==> config.mk <==
export PLATFORM = sky130hd
export DESIGN_NAME = tcm_arbiter
export DESIGN_NICKNAME = d
export VERILOG_FILES = /design/src/hw/tcm_pkg.sv /design/src/hw/tcm_arbiter.sv
export SDC_FILE = /design/constraint.sdc
export NUM_CORES = 1
export LEC_CHECK = 0
export BUFFER_PORTS_ARGS = -buffer_cell sky130_fd_sc_hd__buf_2
export CAP_MARGIN = 5
export CORE_AREA = 3 3 205 207
export DETAILED_ROUTE_END_ITERATION = 10
export DIE_AREA = 0 0 208 210
export PLACE_DENSITY_LB_ADDON = 0.15
export SYNTH_ARGS = -nofsm -noshare
export SYNTH_HDL_FRONTEND = slang
export SYNTH_SLANG_ARGS = --single-unit
==> constraint.sdc <==
create_clock -name clk -period 3 [get_ports clk]
set_input_delay 0.45 -clock clk [delete_from_list [all_inputs] [get_ports clk]]
set_output_delay 0.45 -clock clk [all_outputs]
set_load 0.02 [all_outputs]
==> src/hw/tcm_pkg.sv <==
// Memory geometry, bus widths and shared enums for the TCM subsystem
`default_nettype none

package tcm_pkg;

  // ----------------------------------------------------------------------
  // Bus widths
  // ----------------------------------------------------------------------
  localparam int ADDR_W     = 32;
  localparam int DATA_W     = 64;
  localparam int STRB_W     = DATA_W / 8;
  localparam int AXI_DATA_W = 32;

  // ----------------------------------------------------------------------
  // Memory geometry
  // ----------------------------------------------------------------------
  // 64 KiB split over eight byte lanes
  localparam int TCM_BYTES  = 65536;
  localparam int RAM_DEPTH  = TCM_BYTES / STRB_W;
  localparam int RAM_AW     = $clog2(RAM_DEPTH);

  // AXI4-Lite response codes, EXOKAY and DECERR are never produced
  typedef enum logic [1:0] {
    OKAY   = 2'b00,
    SLVERR = 2'b10
  } axi_resp_t;

  // Bridge FSM
  typedef enum logic [2:0] {
    IDLE,
    RD_CMD,
    RD_RSP,
    WR_CMD,
    WR_RSP,
    SEND
  } bridge_state_t;

endpackage

`default_nettype wire

==> src/hw/tcm_arbiter.sv <==
// Round-robin arbiter sharing the DTCM between the LSU and bus ports
`timescale 1ns/1ps
`default_nettype none

module tcm_arbiter
  import tcm_pkg::*;
(
  input  logic              clk,
  input  logic              rstn,
  // LSU slave port
  input  logic              lsu_cmd_valid,
  output logic              lsu_cmd_ready,
  input  logic [ADDR_W-1:0] lsu_cmd_addr,
  input  logic              lsu_cmd_read,
  input  logic [DATA_W-1:0] lsu_cmd_wdata,
  input  logic [STRB_W-1:0] lsu_cmd_wmask,
  output logic              lsu_rsp_valid,
  input  logic              lsu_rsp_ready,
  output logic [DATA_W-1:0] lsu_rsp_rdata,
  output logic              lsu_rsp_err,
  // Bus bridge slave port
  input  logic              bus_cmd_valid,
  output logic              bus_cmd_ready,
  input  logic [ADDR_W-1:0] bus_cmd_addr,
  input  logic              bus_cmd_read,
  input  logic [DATA_W-1:0] bus_cmd_wdata,
  input  logic [STRB_W-1:0] bus_cmd_wmask,
  output logic              bus_rsp_valid,
  input  logic              bus_rsp_ready,
  output logic [DATA_W-1:0] bus_rsp_rdata,
  output logic              bus_rsp_err,
  // Memory master port
  output logic              mem_cmd_valid,
  input  logic              mem_cmd_ready,
  output logic [ADDR_W-1:0] mem_cmd_addr,
  output logic              mem_cmd_read,
  output logic [DATA_W-1:0] mem_cmd_wdata,
  output logic [STRB_W-1:0] mem_cmd_wmask,
  input  logic              mem_rsp_valid,
  output logic              mem_rsp_ready,
  input  logic [DATA_W-1:0] mem_rsp_rdata,
  input  logic              mem_rsp_err
);

  logic grant_bus;
  logic last_bus_q;
  logic hold_q;
  logic hold_bus_q;
  logic owner_bus_q;
  logic accept;

  // ----------------------------------------------------------------------
  // Command grant
  // ----------------------------------------------------------------------
  // A stalled grant is kept so the memory sees a stable command
  always_comb begin
    if (hold_q) begin
      grant_bus = hold_bus_q;
    end else begin
      grant_bus = bus_cmd_valid && (!lsu_cmd_valid || !last_bus_q);
    end
  end

  assign mem_cmd_valid = lsu_cmd_valid || bus_cmd_valid;
  assign mem_cmd_addr  = grant_bus ? bus_cmd_addr  : lsu_cmd_addr;
  assign mem_cmd_read  = grant_bus ? bus_cmd_read  : lsu_cmd_read;
  assign mem_cmd_wdata = grant_bus ? bus_cmd_wdata : lsu_cmd_wdata;
  assign mem_cmd_wmask = grant_bus ? bus_cmd_wmask : lsu_cmd_wmask;

  assign lsu_cmd_ready = mem_cmd_ready && !grant_bus;
  assign bus_cmd_ready = mem_cmd_ready && grant_bus;
  assign accept        = mem_cmd_valid && mem_cmd_ready;

  always_ff @(posedge clk or negedge rstn) begin
    if (!rstn) begin
      last_bus_q  <= 1'b0;
      hold_q      <= 1'b0;
      hold_bus_q  <= 1'b0;
      owner_bus_q <= 1'b0;
    end else begin
      hold_q     <= mem_cmd_valid && !mem_cmd_ready;
      hold_bus_q <= grant_bus;
      if (accept) begin
        last_bus_q  <= grant_bus;
        owner_bus_q <= grant_bus;
      end
    end
  end

  // ----------------------------------------------------------------------
  // Response routing
  // ----------------------------------------------------------------------
  assign lsu_rsp_valid = mem_rsp_valid && !owner_bus_q;
  assign bus_rsp_valid = mem_rsp_valid && owner_bus_q;
  assign mem_rsp_ready = owner_bus_q ? bus_rsp_ready : lsu_rsp_ready;

  assign lsu_rsp_rdata = mem_rsp_rdata;
  assign lsu_rsp_err   = mem_rsp_err;
  assign bus_rsp_rdata = mem_rsp_rdata;
  assign bus_rsp_err   = mem_rsp_err;

endmodule

`default_nettype wire

Word-level counts from Yosys, hierarchy flattened

Index checks and enable logic that the tools add are counted.

Input port bits: 283
Word-level logic and storage cells: 22
Register bits: 3
Output and inout port bits: 241

Reduce and logical (&&, ||, !) cells: 13
Multiplexer cells: 6

Operators with widths:

| cell              | count |
|---|---|
| 2-to-1 mux 64 bit | 1 |
| 2-to-1 mux 32 bit | 1 |
| 2-to-1 mux 8 bit  | 1 |
| logical AND 1 bit | 7 |
| zero test 1 bit   | 4 |
| 2-to-1 mux 1 bit  | 3 |
| logical OR 1 bit  | 2 |

Depth between registers and ports, before layout

Depth in word-level cells: 6
Depth in mapped cells: 5

Least setup slack after synthesis

No wires, ideal clock.

Path kind: input port to output port
From: input port bus_cmd_valid
To: output port mem_cmd_wmask[1]
Arrival time: 1.587 ns
Path buffers: 2
Slack: 0.963 ns
Required time: 2.550 ns
Cell stages on the path: 5
Cell sequence: a21boi_2 mux2i_4 buf_8 buf_12 mux2_4

Longest elaborated chain between the ends: 3

RTL lines:

| element            | RTL line          | RTL |
|---|---|---|
| start: declaration | tcm_arbiter.sv:22 | `input logic bus_cmd_valid,` |
| logical AND 1 bit  | tcm_arbiter.sv:60 | `grant_bus = bus_cmd_valid && (!lsu_cmd_valid \|\| !last_bus_q);` |
| 2-to-1 mux 1 bit   | tcm_arbiter.sv:57 | `if (hold_q) begin` |
| 2-to-1 mux 8 bit   | tcm_arbiter.sv:68 | `assign mem_cmd_wmask = grant_bus ? bus_cmd_wmask : lsu_cmd_wmask;` |
| end: declaration   | tcm_arbiter.sv:38 | `output logic [STRB_W-1:0] mem_cmd_wmask,` |

No other way between the ends.

Worst setup path after layout

From: register last_bus_q
To: output port mem_cmd_addr[3]

Longest elaborated chain between the ends: 5

RTL lines:

| element                  | RTL line          | RTL |
|---|---|---|
| start: declaration       | tcm_arbiter.sv:46 | `logic last_bus_q;` |
| start signal: assignment | tcm_arbiter.sv:84 | `last_bus_q <= grant_bus;` |
| zero test 1 bit          | --                |  |
| logical OR 1 bit         | tcm_arbiter.sv:60 |  |
| logical AND 1 bit        | tcm_arbiter.sv:60 |  |
| 2-to-1 mux 1 bit         | tcm_arbiter.sv:57 |  |
| 2-to-1 mux 32 bit        | tcm_arbiter.sv:65 | `assign mem_cmd_addr = grant_bus ? bus_cmd_addr : lsu_cmd_addr;` |
| end: declaration         | tcm_arbiter.sv:35 | `output logic [ADDR_W-1:0] mem_cmd_addr,` |

No other way between the ends.

==> flow_summary.json <==
{
  "grt_pass1_wl_mm": 16.0,
  "synth_xor_xnor_area_share": 0,
  "drc": 0,
  "start_kind": "flop",
  "numPlacedInstances": 989,
  "ios": 524,
  "grt_usage": 0.0475,
  "power.density_nw_per_um2": 316,
  "yosys.cell_types.count": 16,
  "cp.arrival_ns": 2.03,
  "drt_iter0_drc": 42,
  "num_rows": 74,
  "hold_viol_final": 0,
  "rsz0062_at_grt": "no",
  "syn_inst": 262,
  "power_switching_uw": 548,
  "post_cts_resized": 0,
  "postCtsHoldBufs": 0,
  "maxCapViolations": 0,
  "hp-class": "primary input to async pin",
  "viasPerCell": 2.53,
  "crit_type": "flop to output pin",
  "fin_skew_ns": 0.00332,
  "start_util": 0.0612,
  "pwr-share-clk": 0.173,
  "vias": 2515,
  "status": "completed",
  "numCtsBuffers": 3,
  "cts_max_path_buffers": 2,
  "synth_top_family_by_area": "multiplexers",
  "coreArea_um2": 40600,
  "required_ns": 2.55,
  "die_w_um": 208,
  "ant_nets": 0,
  "cts-root-buf": "clkbuf_16",
  "io_buffers": 328,
  "setup_tns_ns": 0,
  "min_period_ns": 2.48,
  "setup-violations-final": 0,
  "clock-sinks": 3,
  "routedWlPerCell_um": 12.2,
  "pwr-share-seq": 0.042,
  "worst-path-max-fanout": 28,
  "dr.pass1.iters": 4,
  "post-route-period-util": 0.828,
  "total_leakage_power_uw": 0.00191,
  "drt-total-wl_mm": 12.1,
  "antenna_found_initial": 0,
  "grt_max_degree": 29,
  "diodes": 0,
  "dieArea_um2": 43700,
  "worst_pin_slew_ns": 0.570,
  "synth-adder-area-share": 0,
  "synth-simple-area-share": 0.0171,
  "grt_pass1_vias": 2581,
  "clk_pin_slew_ns": 0.03,
  "setup.worst_path.end_class": "output pin",
  "syn_area_um2": 2480,
  "synth_compound_area_frac": 0.00857,
  "drv_slew": 0,
  "combPwrFrac": 0.785,
  "slew_headroom": 0.612,
  "dpl_cell_area_um2": 3800,
  "cts_setup_buffers": 0,
  "grt_overflow": 0,
  "yosysTopAreaCell": "mux2_2",
  "drive_gt1_frac": 0.972,
  "clk_latency_ns": 0.23,
  "clock.fmax_mhz": 402,
  "synthMuxAreaShare": 0.499,
  "vdd_drop_max_uv": 139,
  "fin_cells": 993,
  "synth_top_area_frac": 0.454,
  "p_int_uw": 678,
  "dp_hpwl_mm": 11.1,
  "cts-htree-levels": 1,
  "tritoncts": "built",
  "ys_seq_elements": 3,
  "ys_seq_area_frac": 0.0302,
  "r2r_slack_ns": 1.53,
  "syn2layout_area_growth_pct": 56.2,
  "routabilityCongestion": 0.725,
  "synth_area_leaders": "mux2_2 (45%), buf_4 (40%), mux2_4 (3.6%)",
  "yosysWarnings": 0,
  "synth_area_per_cell_um2": 9.47,
  "final_cell_area_um2": 3880,
  "p_sw_frac": 0.447,
  "syn-num-nets": 545,
  "final_nets": 745,
  "fp.dieH_um": 210
}
[synthesized netlist by cell type (all sizes together)]
cell type and instances:
buf 141, and2 2, nand2 1, nor2b 2
and2b 1, mux2i 1, mux2 106, inv 1
dfrtp 3, a21boi 1, or2 1, o21ai 2
[logic make-up after synthesis]
kind of cell	after synthesis
AOI/OAI and AO/OA	3
DFF	3
muxes	107
buffers and inverters	142
and+or+nand+nor	7
[stage by stage]
stage          worst slack (ns)  utilization  power [uW]  hold WS [ns]
3_5_place_dp              0.487       0.0937        1030         0.250
5_1_grt                   0.347       0.0956        1300        0.0198
4_1_cts                   0.433       0.0956        1250        0.0135
3_3_place_gp              0.500       0.0937        1040         0.251
6_report                  0.515       0.0956        1230        0.0141
2_1_floorplan             0.963            -         906         0.154
[worst max-delay path: stages, from the launching register on]
cell      delay, ns
dfrtp_1        0.42
a21boi_2       0.10
mux2i_4        0.48
buf_12         0.27
mux2_2         0.35
buf_2          0.16
[area by class of cell]
cell class	count	area (um2)
inverters	1	3.75
flip-flops and latches	3	75.1
clock buffers	4	78.8
fillers	4753	36700
well taps	532	666
multi-input cells	117	1300
repair buffers	336	1750
[sequential cells by signal, summed over array words and instances, names as in the netlist]
signal      flops
last_bus_q      1
hold_q          1
hold_bus_q      1
[worst paths after layout]
check,startpoint,to,depth (start not counted)
worst max-delay path,last_bus_q,mem_cmd_addr[3],5
worst min-delay path,rstn,hold_q,1
worst max register to register,last_bus_q,last_bus_q,4
worst min register to register,last_bus_q,last_bus_q,2
max in group asynchronous,rstn,last_bus_q,1
min in group clk,mem_cmd_ready,hold_q,2
[power groups by stage]
stage	registers (uW)	logic (uW)	clock network, uW
finish	51.5	962	212
detailed placement	52.3	980	0
global placement	52.6	991	0
CTS	51.8	983	216
global route	52.7	1030	220
floorplan	50.8	855	0
[per-layer routing]
metal  up-vias  share of wire  GRT usage
met5         -              0          0
met4         0          0.019     0.0112
met3        24           0.11     0.0179
met2       251           0.53     0.0923
met1      1083           0.34     0.0479
li1       1157              -          -
[layout by cell type, fill, tap and decap left out]
| cell | Yosys | layout |
|---|---|---|
| mux2_4 | 6 | 6 |
| clkbuf_1 | 0 | 1 |
| mux2_2 | 100 | 100 |
| or2_2 | 1 | 1 |
| buf_4 | 133 | 4 |
| nor2b_1 | 2 | 2 |
| o21ai_0 | 2 | 2 |
| buf_12 | 1 | 4 |
| mux2i_4 | 1 | 1 |
| clkbuf_16 | 0 | 3 |
| inv_1 | 1 | 1 |
| and2_1 | 2 | 2 |
| buf_2 | 0 | 328 |
| and2b_1 | 1 | 1 |
| a21boi_2 | 1 | 1 |
| nand2_1 | 1 | 1 |
| dfrtp_1 | 3 | 3 |
(Power assumes the default switching activity.)
