===== config.mk =====
export PLATFORM = sky130hd
export DESIGN_NAME = axil_tcm_bridge
export DESIGN_NICKNAME = d
export VERILOG_FILES = /design/src/hw/tcm_pkg.sv /design/src/hw/axil_tcm_bridge.sv
export SDC_FILE = /design/constraint.sdc
export NUM_CORES = 1
export LEC_CHECK = 0
export ABC_CLOCK_PERIOD_IN_PS = 4300
export BUFFER_PORTS_ARGS = -buffer_cell sky130_fd_sc_hd__buf_4
export CAP_MARGIN = 10
export CELL_PAD_IN_SITES_DETAIL_PLACEMENT = 0
export CELL_PAD_IN_SITES_GLOBAL_PLACEMENT = 1
export CORE_MARGIN = 5
export CORE_UTILIZATION = 34
export CTS_CLUSTER_DIAMETER = 30
export DETAILED_ROUTE_END_ITERATION = 16
export PLACE_DENSITY = 0.95
export SETUP_SLACK_MARGIN = 0.2
export SLEW_MARGIN = 5
export SYNTH_ARGS = -nofsm -noshare
export SYNTH_HDL_FRONTEND = slang
export SYNTH_SLANG_ARGS = --single-unit

===== constraint.sdc =====
create_clock -name clk -period 4.3 [get_ports clk]
set_input_delay 0.86 -clock clk [delete_from_list [all_inputs] [get_ports clk]]
set_output_delay 0.86 -clock clk [all_outputs]
set_load 0.005 [all_outputs]

===== src/hw/tcm_pkg.sv =====
// Memory geometry, bus widths and shared enums for the TCM subsystem
`default_nettype none

package tcm_pkg;

  // ----------------------------------------------------------------------
  // Bus widths
  // ----------------------------------------------------------------------
  localparam int ADDR_W     = 32;
  localparam int DATA_W     = 64;
  localparam int STRB_W     = DATA_W / 8;
  localparam int AXI_DATA_W = 32;

  // ----------------------------------------------------------------------
  // Memory geometry
  // ----------------------------------------------------------------------
  // 64 KiB split over eight byte lanes
  localparam int TCM_BYTES  = 65536;
  localparam int RAM_DEPTH  = TCM_BYTES / STRB_W;
  localparam int RAM_AW     = $clog2(RAM_DEPTH);

  // AXI4-Lite response codes, EXOKAY and DECERR are never produced
  typedef enum logic [1:0] {
    OKAY   = 2'b00,
    SLVERR = 2'b10
  } axi_resp_t;

  // Bridge FSM
  typedef enum logic [2:0] {
    IDLE,
    RD_CMD,
    RD_RSP,
    WR_CMD,
    WR_RSP,
    SEND
  } bridge_state_t;

endpackage

`default_nettype wire


===== src/hw/axil_tcm_bridge.sv =====
// AXI4-Lite slave turning 32-bit transfers into 64-bit DTCM commands
`timescale 1ns/1ps
`default_nettype none

module axil_tcm_bridge
  import tcm_pkg::*;
(
  input  logic                    clk,
  input  logic                    rstn,
  // AXI4-Lite slave
  input  logic [ADDR_W-1:0]       s_axi_awaddr,
  input  logic                    s_axi_awvalid,
  output logic                    s_axi_awready,
  input  logic [AXI_DATA_W-1:0]   s_axi_wdata,
  input  logic [AXI_DATA_W/8-1:0] s_axi_wstrb,
  input  logic                    s_axi_wvalid,
  output logic                    s_axi_wready,
  output axi_resp_t               s_axi_bresp,
  output logic                    s_axi_bvalid,
  input  logic                    s_axi_bready,
  input  logic [ADDR_W-1:0]       s_axi_araddr,
  input  logic                    s_axi_arvalid,
  output logic                    s_axi_arready,
  output logic [AXI_DATA_W-1:0]   s_axi_rdata,
  output axi_resp_t               s_axi_rresp,
  output logic                    s_axi_rvalid,
  input  logic                    s_axi_rready,
  // DTCM command master
  output logic                    tcm_cmd_valid,
  input  logic                    tcm_cmd_ready,
  output logic [ADDR_W-1:0]       tcm_cmd_addr,
  output logic                    tcm_cmd_read,
  output logic [DATA_W-1:0]       tcm_cmd_wdata,
  output logic [STRB_W-1:0]       tcm_cmd_wmask,
  input  logic                    tcm_rsp_valid,
  output logic                    tcm_rsp_ready,
  input  logic [DATA_W-1:0]       tcm_rsp_rdata,
  input  logic                    tcm_rsp_err
);

  bridge_state_t state_q;
  bridge_state_t state_d;

  logic                    wr_q;
  logic [ADDR_W-1:0]       addr_q;
  logic [AXI_DATA_W-1:0]   wdata_q;
  logic [AXI_DATA_W/8-1:0] wstrb_q;
  logic [AXI_DATA_W-1:0]   rdata_q;
  axi_resp_t               resp_q;
  logic                    hi_sel;

  // Upper 32-bit half of the DTCM word
  assign hi_sel = addr_q[2];

  // ----------------------------------------------------------------------
  // AXI handshakes
  // ----------------------------------------------------------------------
  // Reads take priority, AW and W are only taken together
  assign s_axi_arready = (state_q == IDLE) && s_axi_arvalid;
  assign s_axi_awready = (state_q == IDLE) && !s_axi_arvalid
                         && s_axi_awvalid && s_axi_wvalid;
  assign s_axi_wready  = s_axi_awready;

  assign s_axi_rvalid  = (state_q == SEND) && !wr_q;
  assign s_axi_bvalid  = (state_q == SEND) && wr_q;
  assign s_axi_rdata   = rdata_q;
  assign s_axi_rresp   = resp_q;
  assign s_axi_bresp   = resp_q;

  // ----------------------------------------------------------------------
  // DTCM command
  // ----------------------------------------------------------------------
  assign tcm_cmd_valid = (state_q == RD_CMD) || (state_q == WR_CMD);
  assign tcm_cmd_addr  = addr_q;
  assign tcm_cmd_read  = (state_q == RD_CMD);
  // Same data in both halves, the mask picks the half
  assign tcm_cmd_wdata = {wdata_q, wdata_q};
  assign tcm_cmd_wmask = hi_sel ? {wstrb_q, {(STRB_W/2){1'b0}}}
                                : {{(STRB_W/2){1'b0}}, wstrb_q};
  assign tcm_rsp_ready = (state_q == RD_RSP) || (state_q == WR_RSP);

  // FSM next state
  always_comb begin
    state_d = state_q;
    case (state_q)
      IDLE: begin
        if (s_axi_arready) begin
          state_d = RD_CMD;
        end else if (s_axi_awready) begin
          state_d = WR_CMD;
        end
      end
      RD_CMD: if (tcm_cmd_ready) state_d = RD_RSP;
      WR_CMD: if (tcm_cmd_ready) state_d = WR_RSP;
      RD_RSP, WR_RSP: if (tcm_rsp_valid) state_d = SEND;
      SEND: begin
        if ((s_axi_rvalid && s_axi_rready) || (s_axi_bvalid && s_axi_bready)) begin
          state_d = IDLE;
        end
      end
      default: state_d = IDLE;
    endcase
  end

  always_ff @(posedge clk or negedge rstn) begin
    if (!rstn) begin
      state_q <= IDLE;
      wr_q    <= 1'b0;
    end else begin
      state_q <= state_d;
      if (s_axi_arready) begin
        wr_q <= 1'b0;
      end else if (s_axi_awready) begin
        wr_q <= 1'b1;
      end
    end
  end

  // Transfer payload
  always_ff @(posedge clk) begin
    if (s_axi_arready) begin
      addr_q <= s_axi_araddr;
    end else if (s_axi_awready) begin
      addr_q  <= s_axi_awaddr;
      wdata_q <= s_axi_wdata;
      wstrb_q <= s_axi_wstrb;
    end
    if (tcm_rsp_valid && tcm_rsp_ready) begin
      rdata_q <= hi_sel ? tcm_rsp_rdata[DATA_W-1:AXI_DATA_W]
                        : tcm_rsp_rdata[AXI_DATA_W-1:0];
      resp_q  <= tcm_rsp_err ? SLVERR : OKAY;
    end
  end

endmodule

`default_nettype wire


=== Yosys cells after proc, flatten, opt, wreduce, memory -nomap -nowiden ===
Cells that the tools add are included.

* Word-level logic and storage cells: 51
* Register bits: 106
* Output and inout port bits: 148
* Bits of input ports: 174

* Bitwise operators: 1
* Eq/ne operators: 10
* Mux-type cells: 14
* Reductions and logical operators: 19

{| class="wikitable"
|+ Operators by type and width
! cell !! count
|-
| $mux W32 || 3
|-
| $mux W3 || 6
|-
| $pmux W3 S5 || 1
|-
| $logic_and A1 B1 Y1 || 9
|-
| $mux W8 || 1
|-
| $eq A3 B2 Y1 const B || 2
|-
| $eq A3 B3 Y1 const B || 2
|-
| $ne A2 B2 Y1 const B || 3
|-
| $reduce_and A5 Y1 || 1
|-
| $eq A3 B1 Y1 const B || 1
|-
| $logic_not A3 Y1 || 1
|-
| $logic_or A1 B1 Y1 || 3
|-
| $ne A3 B3 Y1 const B || 1
|-
| $logic_not A1 Y1 || 2
|-
| $mux W1 || 2
|-
| $mux W2 || 1
|-
| $ne A2 B1 Y1 const B || 1
|-
| $reduce_and A2 Y1 || 1
|-
| $reduce_bool A2 Y1 || 1
|-
| $reduce_or A2 Y1 || 1
|-
| $not A1 Y1 || 1
|}

=== Depth between registers and ports, before layout ===
* Depth in word-level cells: 7
* Mapped depth: 6
* Gate-level depth less buffers: 3

=== Worst setup path after synthesis ===
No wires, ideal clock.

* Path type: in2reg
* Start point: input port s_axi_arvalid
* End point: register addr_q[0] (netlist: tcm_cmd_addr[0]), enable pin
* Library setup time: 391 ps
* Stages: 4
* Data required time: 3909 ps
* Data arrival time: 2001 ps
* Path buffers: 2
* Slack: 1909 ps
* Path through: and2_4 -> buf_12 -> buf_12 -> or2_1

* Elaborated cells on any way between the ends: 6
* Classes of those cells: reduce/logical (6)

{| class="wikitable"
|+ RTL lines
! what !! RTL line !! source
|-
| from (decl) || axil_tcm_bridge.sv:22 || <nowiki>input logic s_axi_arvalid,</nowiki>
|-
| $logic_and A1 B1 Y1 || axil_tcm_bridge.sv:59 || <nowiki>assign s_axi_arready = (state_q == IDLE) && s_axi_arvalid;</nowiki>
|-
| named net s_axi_arready || axil_tcm_bridge.sv:23 || <nowiki>output logic s_axi_arready,</nowiki>
|-
| $reduce_bool A2 Y1 (no line) || -- ||
|-
| to (signal assigned) || axil_tcm_bridge.sv:122 || <nowiki>addr_q <= s_axi_araddr;</nowiki>
|-
| to (signal assigned) || axil_tcm_bridge.sv:124 || <nowiki>addr_q <= s_axi_awaddr;</nowiki>
|-
| to (decl) || axil_tcm_bridge.sv:45 || <nowiki>logic [ADDR_W-1:0] addr_q;</nowiki>
|}

The timed path passes the listed nets, and every way through them passes these cells.
A chain may end at the register's enable or synchronous reset.

=== Worst setup path in the final report ===
* Start point: register state_q[1]
* End point: output port s_axi_arready

* Longest elaborated chain between the ends: 2

{| class="wikitable"
|+ RTL lines
! what !! RTL line !! source
|-
| from (decl) || axil_tcm_bridge.sv:41 || <nowiki>bridge_state_t state_q;</nowiki>
|-
| from (signal assigned) || axil_tcm_bridge.sv:110 || <nowiki>state_q <= state_d;</nowiki>
|-
| $logic_not A3 Y1 || axil_tcm_bridge.sv:59 ||
|-
| $logic_and A1 B1 Y1 || axil_tcm_bridge.sv:59 ||
|-
| to (decl) || axil_tcm_bridge.sv:23 ||
|}

No other way between the ends.

==> impl_metrics.py <==
metrics = {
    "run_status": {
        "status": "completed",
    },
    "detailed_routing": {
        "drtPass1Iterations": 4,
        "drc": 0,
        "drt_iter0_markers": 112,
        "wl_per_cell_um": 19.0,
        "avgViaCountPerCell": 4.54,
        "vias": 3303,
        "ant_nets": 0,
        "routed_wl_um": 13800,
    },
    "setup_path": {
        "worstPathRequired_ns": 3.44,
        "crit_path_max_fanout": 34,
        "crit_chain": "nor3_4 > and2_4 > buf_4",
        "r2r_cells": 4,
        "critical_path_class": "register to output port",
        "cp_slowest_cell": "and2_4",
        "worstPathArrival_ns": 1.93,
        "max_stage_delay_ns": 0.56,
        "endpoint_kind": "output port",
        "startpoint_type": "register",
    },
    "yosys": {
        "syn_inst": 260,
        "synth-async-reset-ratio_pct": 3.81,
        "synth_fa_ha_area_share_pct": 0,
        "synth_seq_cells": 105,
        "synth.top_cell.area_share_pct": 65.2,
        "yosysWarnings": 0,
        "synth_edf_count": 101,
        "synth_top_cells_by_area": "edfxtp_1 65%, mux2_4 9.0%, mux2_2 8.7%",
        "synth_top_family_by_area": "multiplexers",
        "synth-compound-area-share_pct": 1.96,
        "synth.top_cells.by_count": "101 x edfxtp_1, 36 x buf_4, 36 x mux2_2, 28 x mux2_4, 7 x nor2b_1",
        "yosysMostFrequentCell": "edfxtp_1",
        "syn-cell-area_um2": 4650,
        "synth-xor-area-share_pct": 0.188,
        "ys_types": 35,
        "synth.area.mux_share_pct": 18.0,
        "seq_area_frac_synth_pct": 67.4,
        "syn_avg_cell_area_um2": 17.9,
        "yosys_most_used_dff": "edfxtp_1",
        "synth.largest_area_cell": "edfxtp_1",
        "synthSimpleGateAreaFrac_pct": 3.77,
    },
    "global_routing": {
        "grt_max_degree": 37,
        "grt_overflow": 0,
        "grt_usage_pct": 16.4,
        "grtUsageMet2_pct": 29.9,
        "grt_pass1_wl_um": 19900,
        "grt_pass1_vias": 3503,
        "top_usage_layer": "met2",
        "met1_usage_pct": 17.1,
        "grt_use_met3_pct": 4.96,
        "antenna_found_initial": 0,
    },
    "cells_and_area": {
        "n_antenna_cell": 0,
        "fin_util_pct": 53.8,
        "drive_gt1_share_pct": 73.0,
        "fill_cells": 1109,
        "area_delta_synth_final_pct": 54.5,
        "fin_nets": 722,
    },
    "clock_tree": {
        "postCtsSetupBuffers": 0,
        "clock-root-buffer": "clkbuf_16",
        "clock_latency_ns": 0.34,
        "numCtsBuffers": 9,
        "tritoncts": "yes",
        "cts.htree.levels": 3,
        "hold_buffers": 0,
        "cts.sinks": 105,
        "cts_buffer_depth": 2,
        "clk_pin_slew_worst_paths_ns": 0.07,
        "cts_resized": 0,
    },
    "placement": {
        "portBuffers": 319,
        "post-dp-hpwl_um": 11400,
        "gp_congestion": 0.845,
    },
    "floorplan": {
        "io_pins": 322,
        "start_util_pct": 34.8,
        "die_h_um": 127,
        "dieArea_um2": 16100,
        "fp.dieW_um": 127,
        "rows": 42,
        "core_area_um2": 13300,
    },
    "sta": {
        "fin_setup_tns_ns": 0,
        "fin_crit_ns": 2.79,
        "rsz0062_at_grt": "no",
        "max_freq_mhz": 358,
        "setup_viol": 0,
        "hold_violations": 0,
        "clock_skew_ns": 0.00818,
        "relSlewSlack_pct": 42.3,
        "max_slew.worst_pin.slew_ns": 0.865,
        "drv_slew": 0,
        "fin_crit_sh_pct": 65.0,
    },
    "worst_hold_path": {
        "hold_class": "input port to async pin",
    },
    "pwr": {
        "p_leak_uw": 0.00313,
        "p_per_area_nw_per_um2": 457,
        "vdd_drop_max_v": 0.000374,
    },
    "flow_run": {
        "maxCapViolCount": 0,
    },
}
-- path summary, 6_finish.rpt --
kind | end | startpoint | slack, ns
max | s_axi_arready | state_q[1] | 1.51
min | state_q[1] | rstn | 0.30
max reg2reg | tcm_cmd_addr[28] | state_q[1] | 2.02
min reg2reg | wr_q | wr_q | 0.63
max in group asynchronous | state_q[0] | rstn | 3.90
min in group clk | wr_q | wr_q | 0.63
-- final cells by class --
type	count	area [µm²]	share of cell area, %
clock inverter	4	46.3	0.644
sequential	105	3130	43.6
tap	176	220	3.07
multi-input combinational	106	1120	15.6
timing repair buffer	323	2420	33.8
inverter	3	11.3	0.157
clock buffer	10	229	3.19
-- per-stage QoR --
step	hold slack (ns)	worst slack [ns]	instances	cell area [µm²]	total power (µW)
2_1_floorplan	0.564	1.91	261	4650	2040
3_3_place_gp	0.598	1.74	713	6910	2500
3_5_place_dp	0.621	1.71	713	6910	2540
4_1_cts	0.287	1.48	727	7180	3330
5_1_grt	0.291	1.39	727	7180	3450
6_report	0.301	1.51	727	7180	3280
-- registers in the layout (all words and copies together), names as in the netlist --
| register | count |
|---|---|
| wr_q | 1 |
| s_axi_rdata | 32 |
| wstrb_q | 4 |
| s_axi_bresp | 1 |
| wdata_q | 32 |
| tcm_cmd_addr | 32 |
| state_q | 3 |
-- where the power goes --
part	switching, µW	internal (µW)
logic	414	590
clock network	339	442
registers	112	1390
-- worst max-delay path: cells and delay by family (launching register included) --
kind          cells  cell delay [ns]
simple gates      2             0.85
buf+inv           1             0.21
flops             1             0.52
-- cell families (layout without fill, tap and decap cells) --
| kind of cell | after synthesis | in the layout |
|---|---|---|
| DFF | 105 | 105 |
| other | 1 | 2 |
| AOI/OAI and AO/OA | 12 | 12 |
| buffers and inverters | 50 | 340 |
| muxes | 65 | 65 |
| xor gates and xnor gates | 1 | 1 |
| and+or+nand+nor | 26 | 26 |
-- metal layers --
metal / wire [µm] / part of all wire, %
met2: 7430 / 54
met3: 1320 / 9.5
met1: 4680 / 34
met4: 376 / 2.7
met5: 0 / 0
-- cells in the final DEF (no fill, tap or decap), types with 3 or more instances in the layout --
cell	instances
mux2_4	28
and2_1	5
dfrtp_1	4
mux2_2	36
clkbuf_16	9
nor2_1	4
inv_1	3
buf_4	323
nor2b_1	7
edfxtp_1	101
o21ai_0	3
Note: power is estimated with default switching activity, not from simulation.
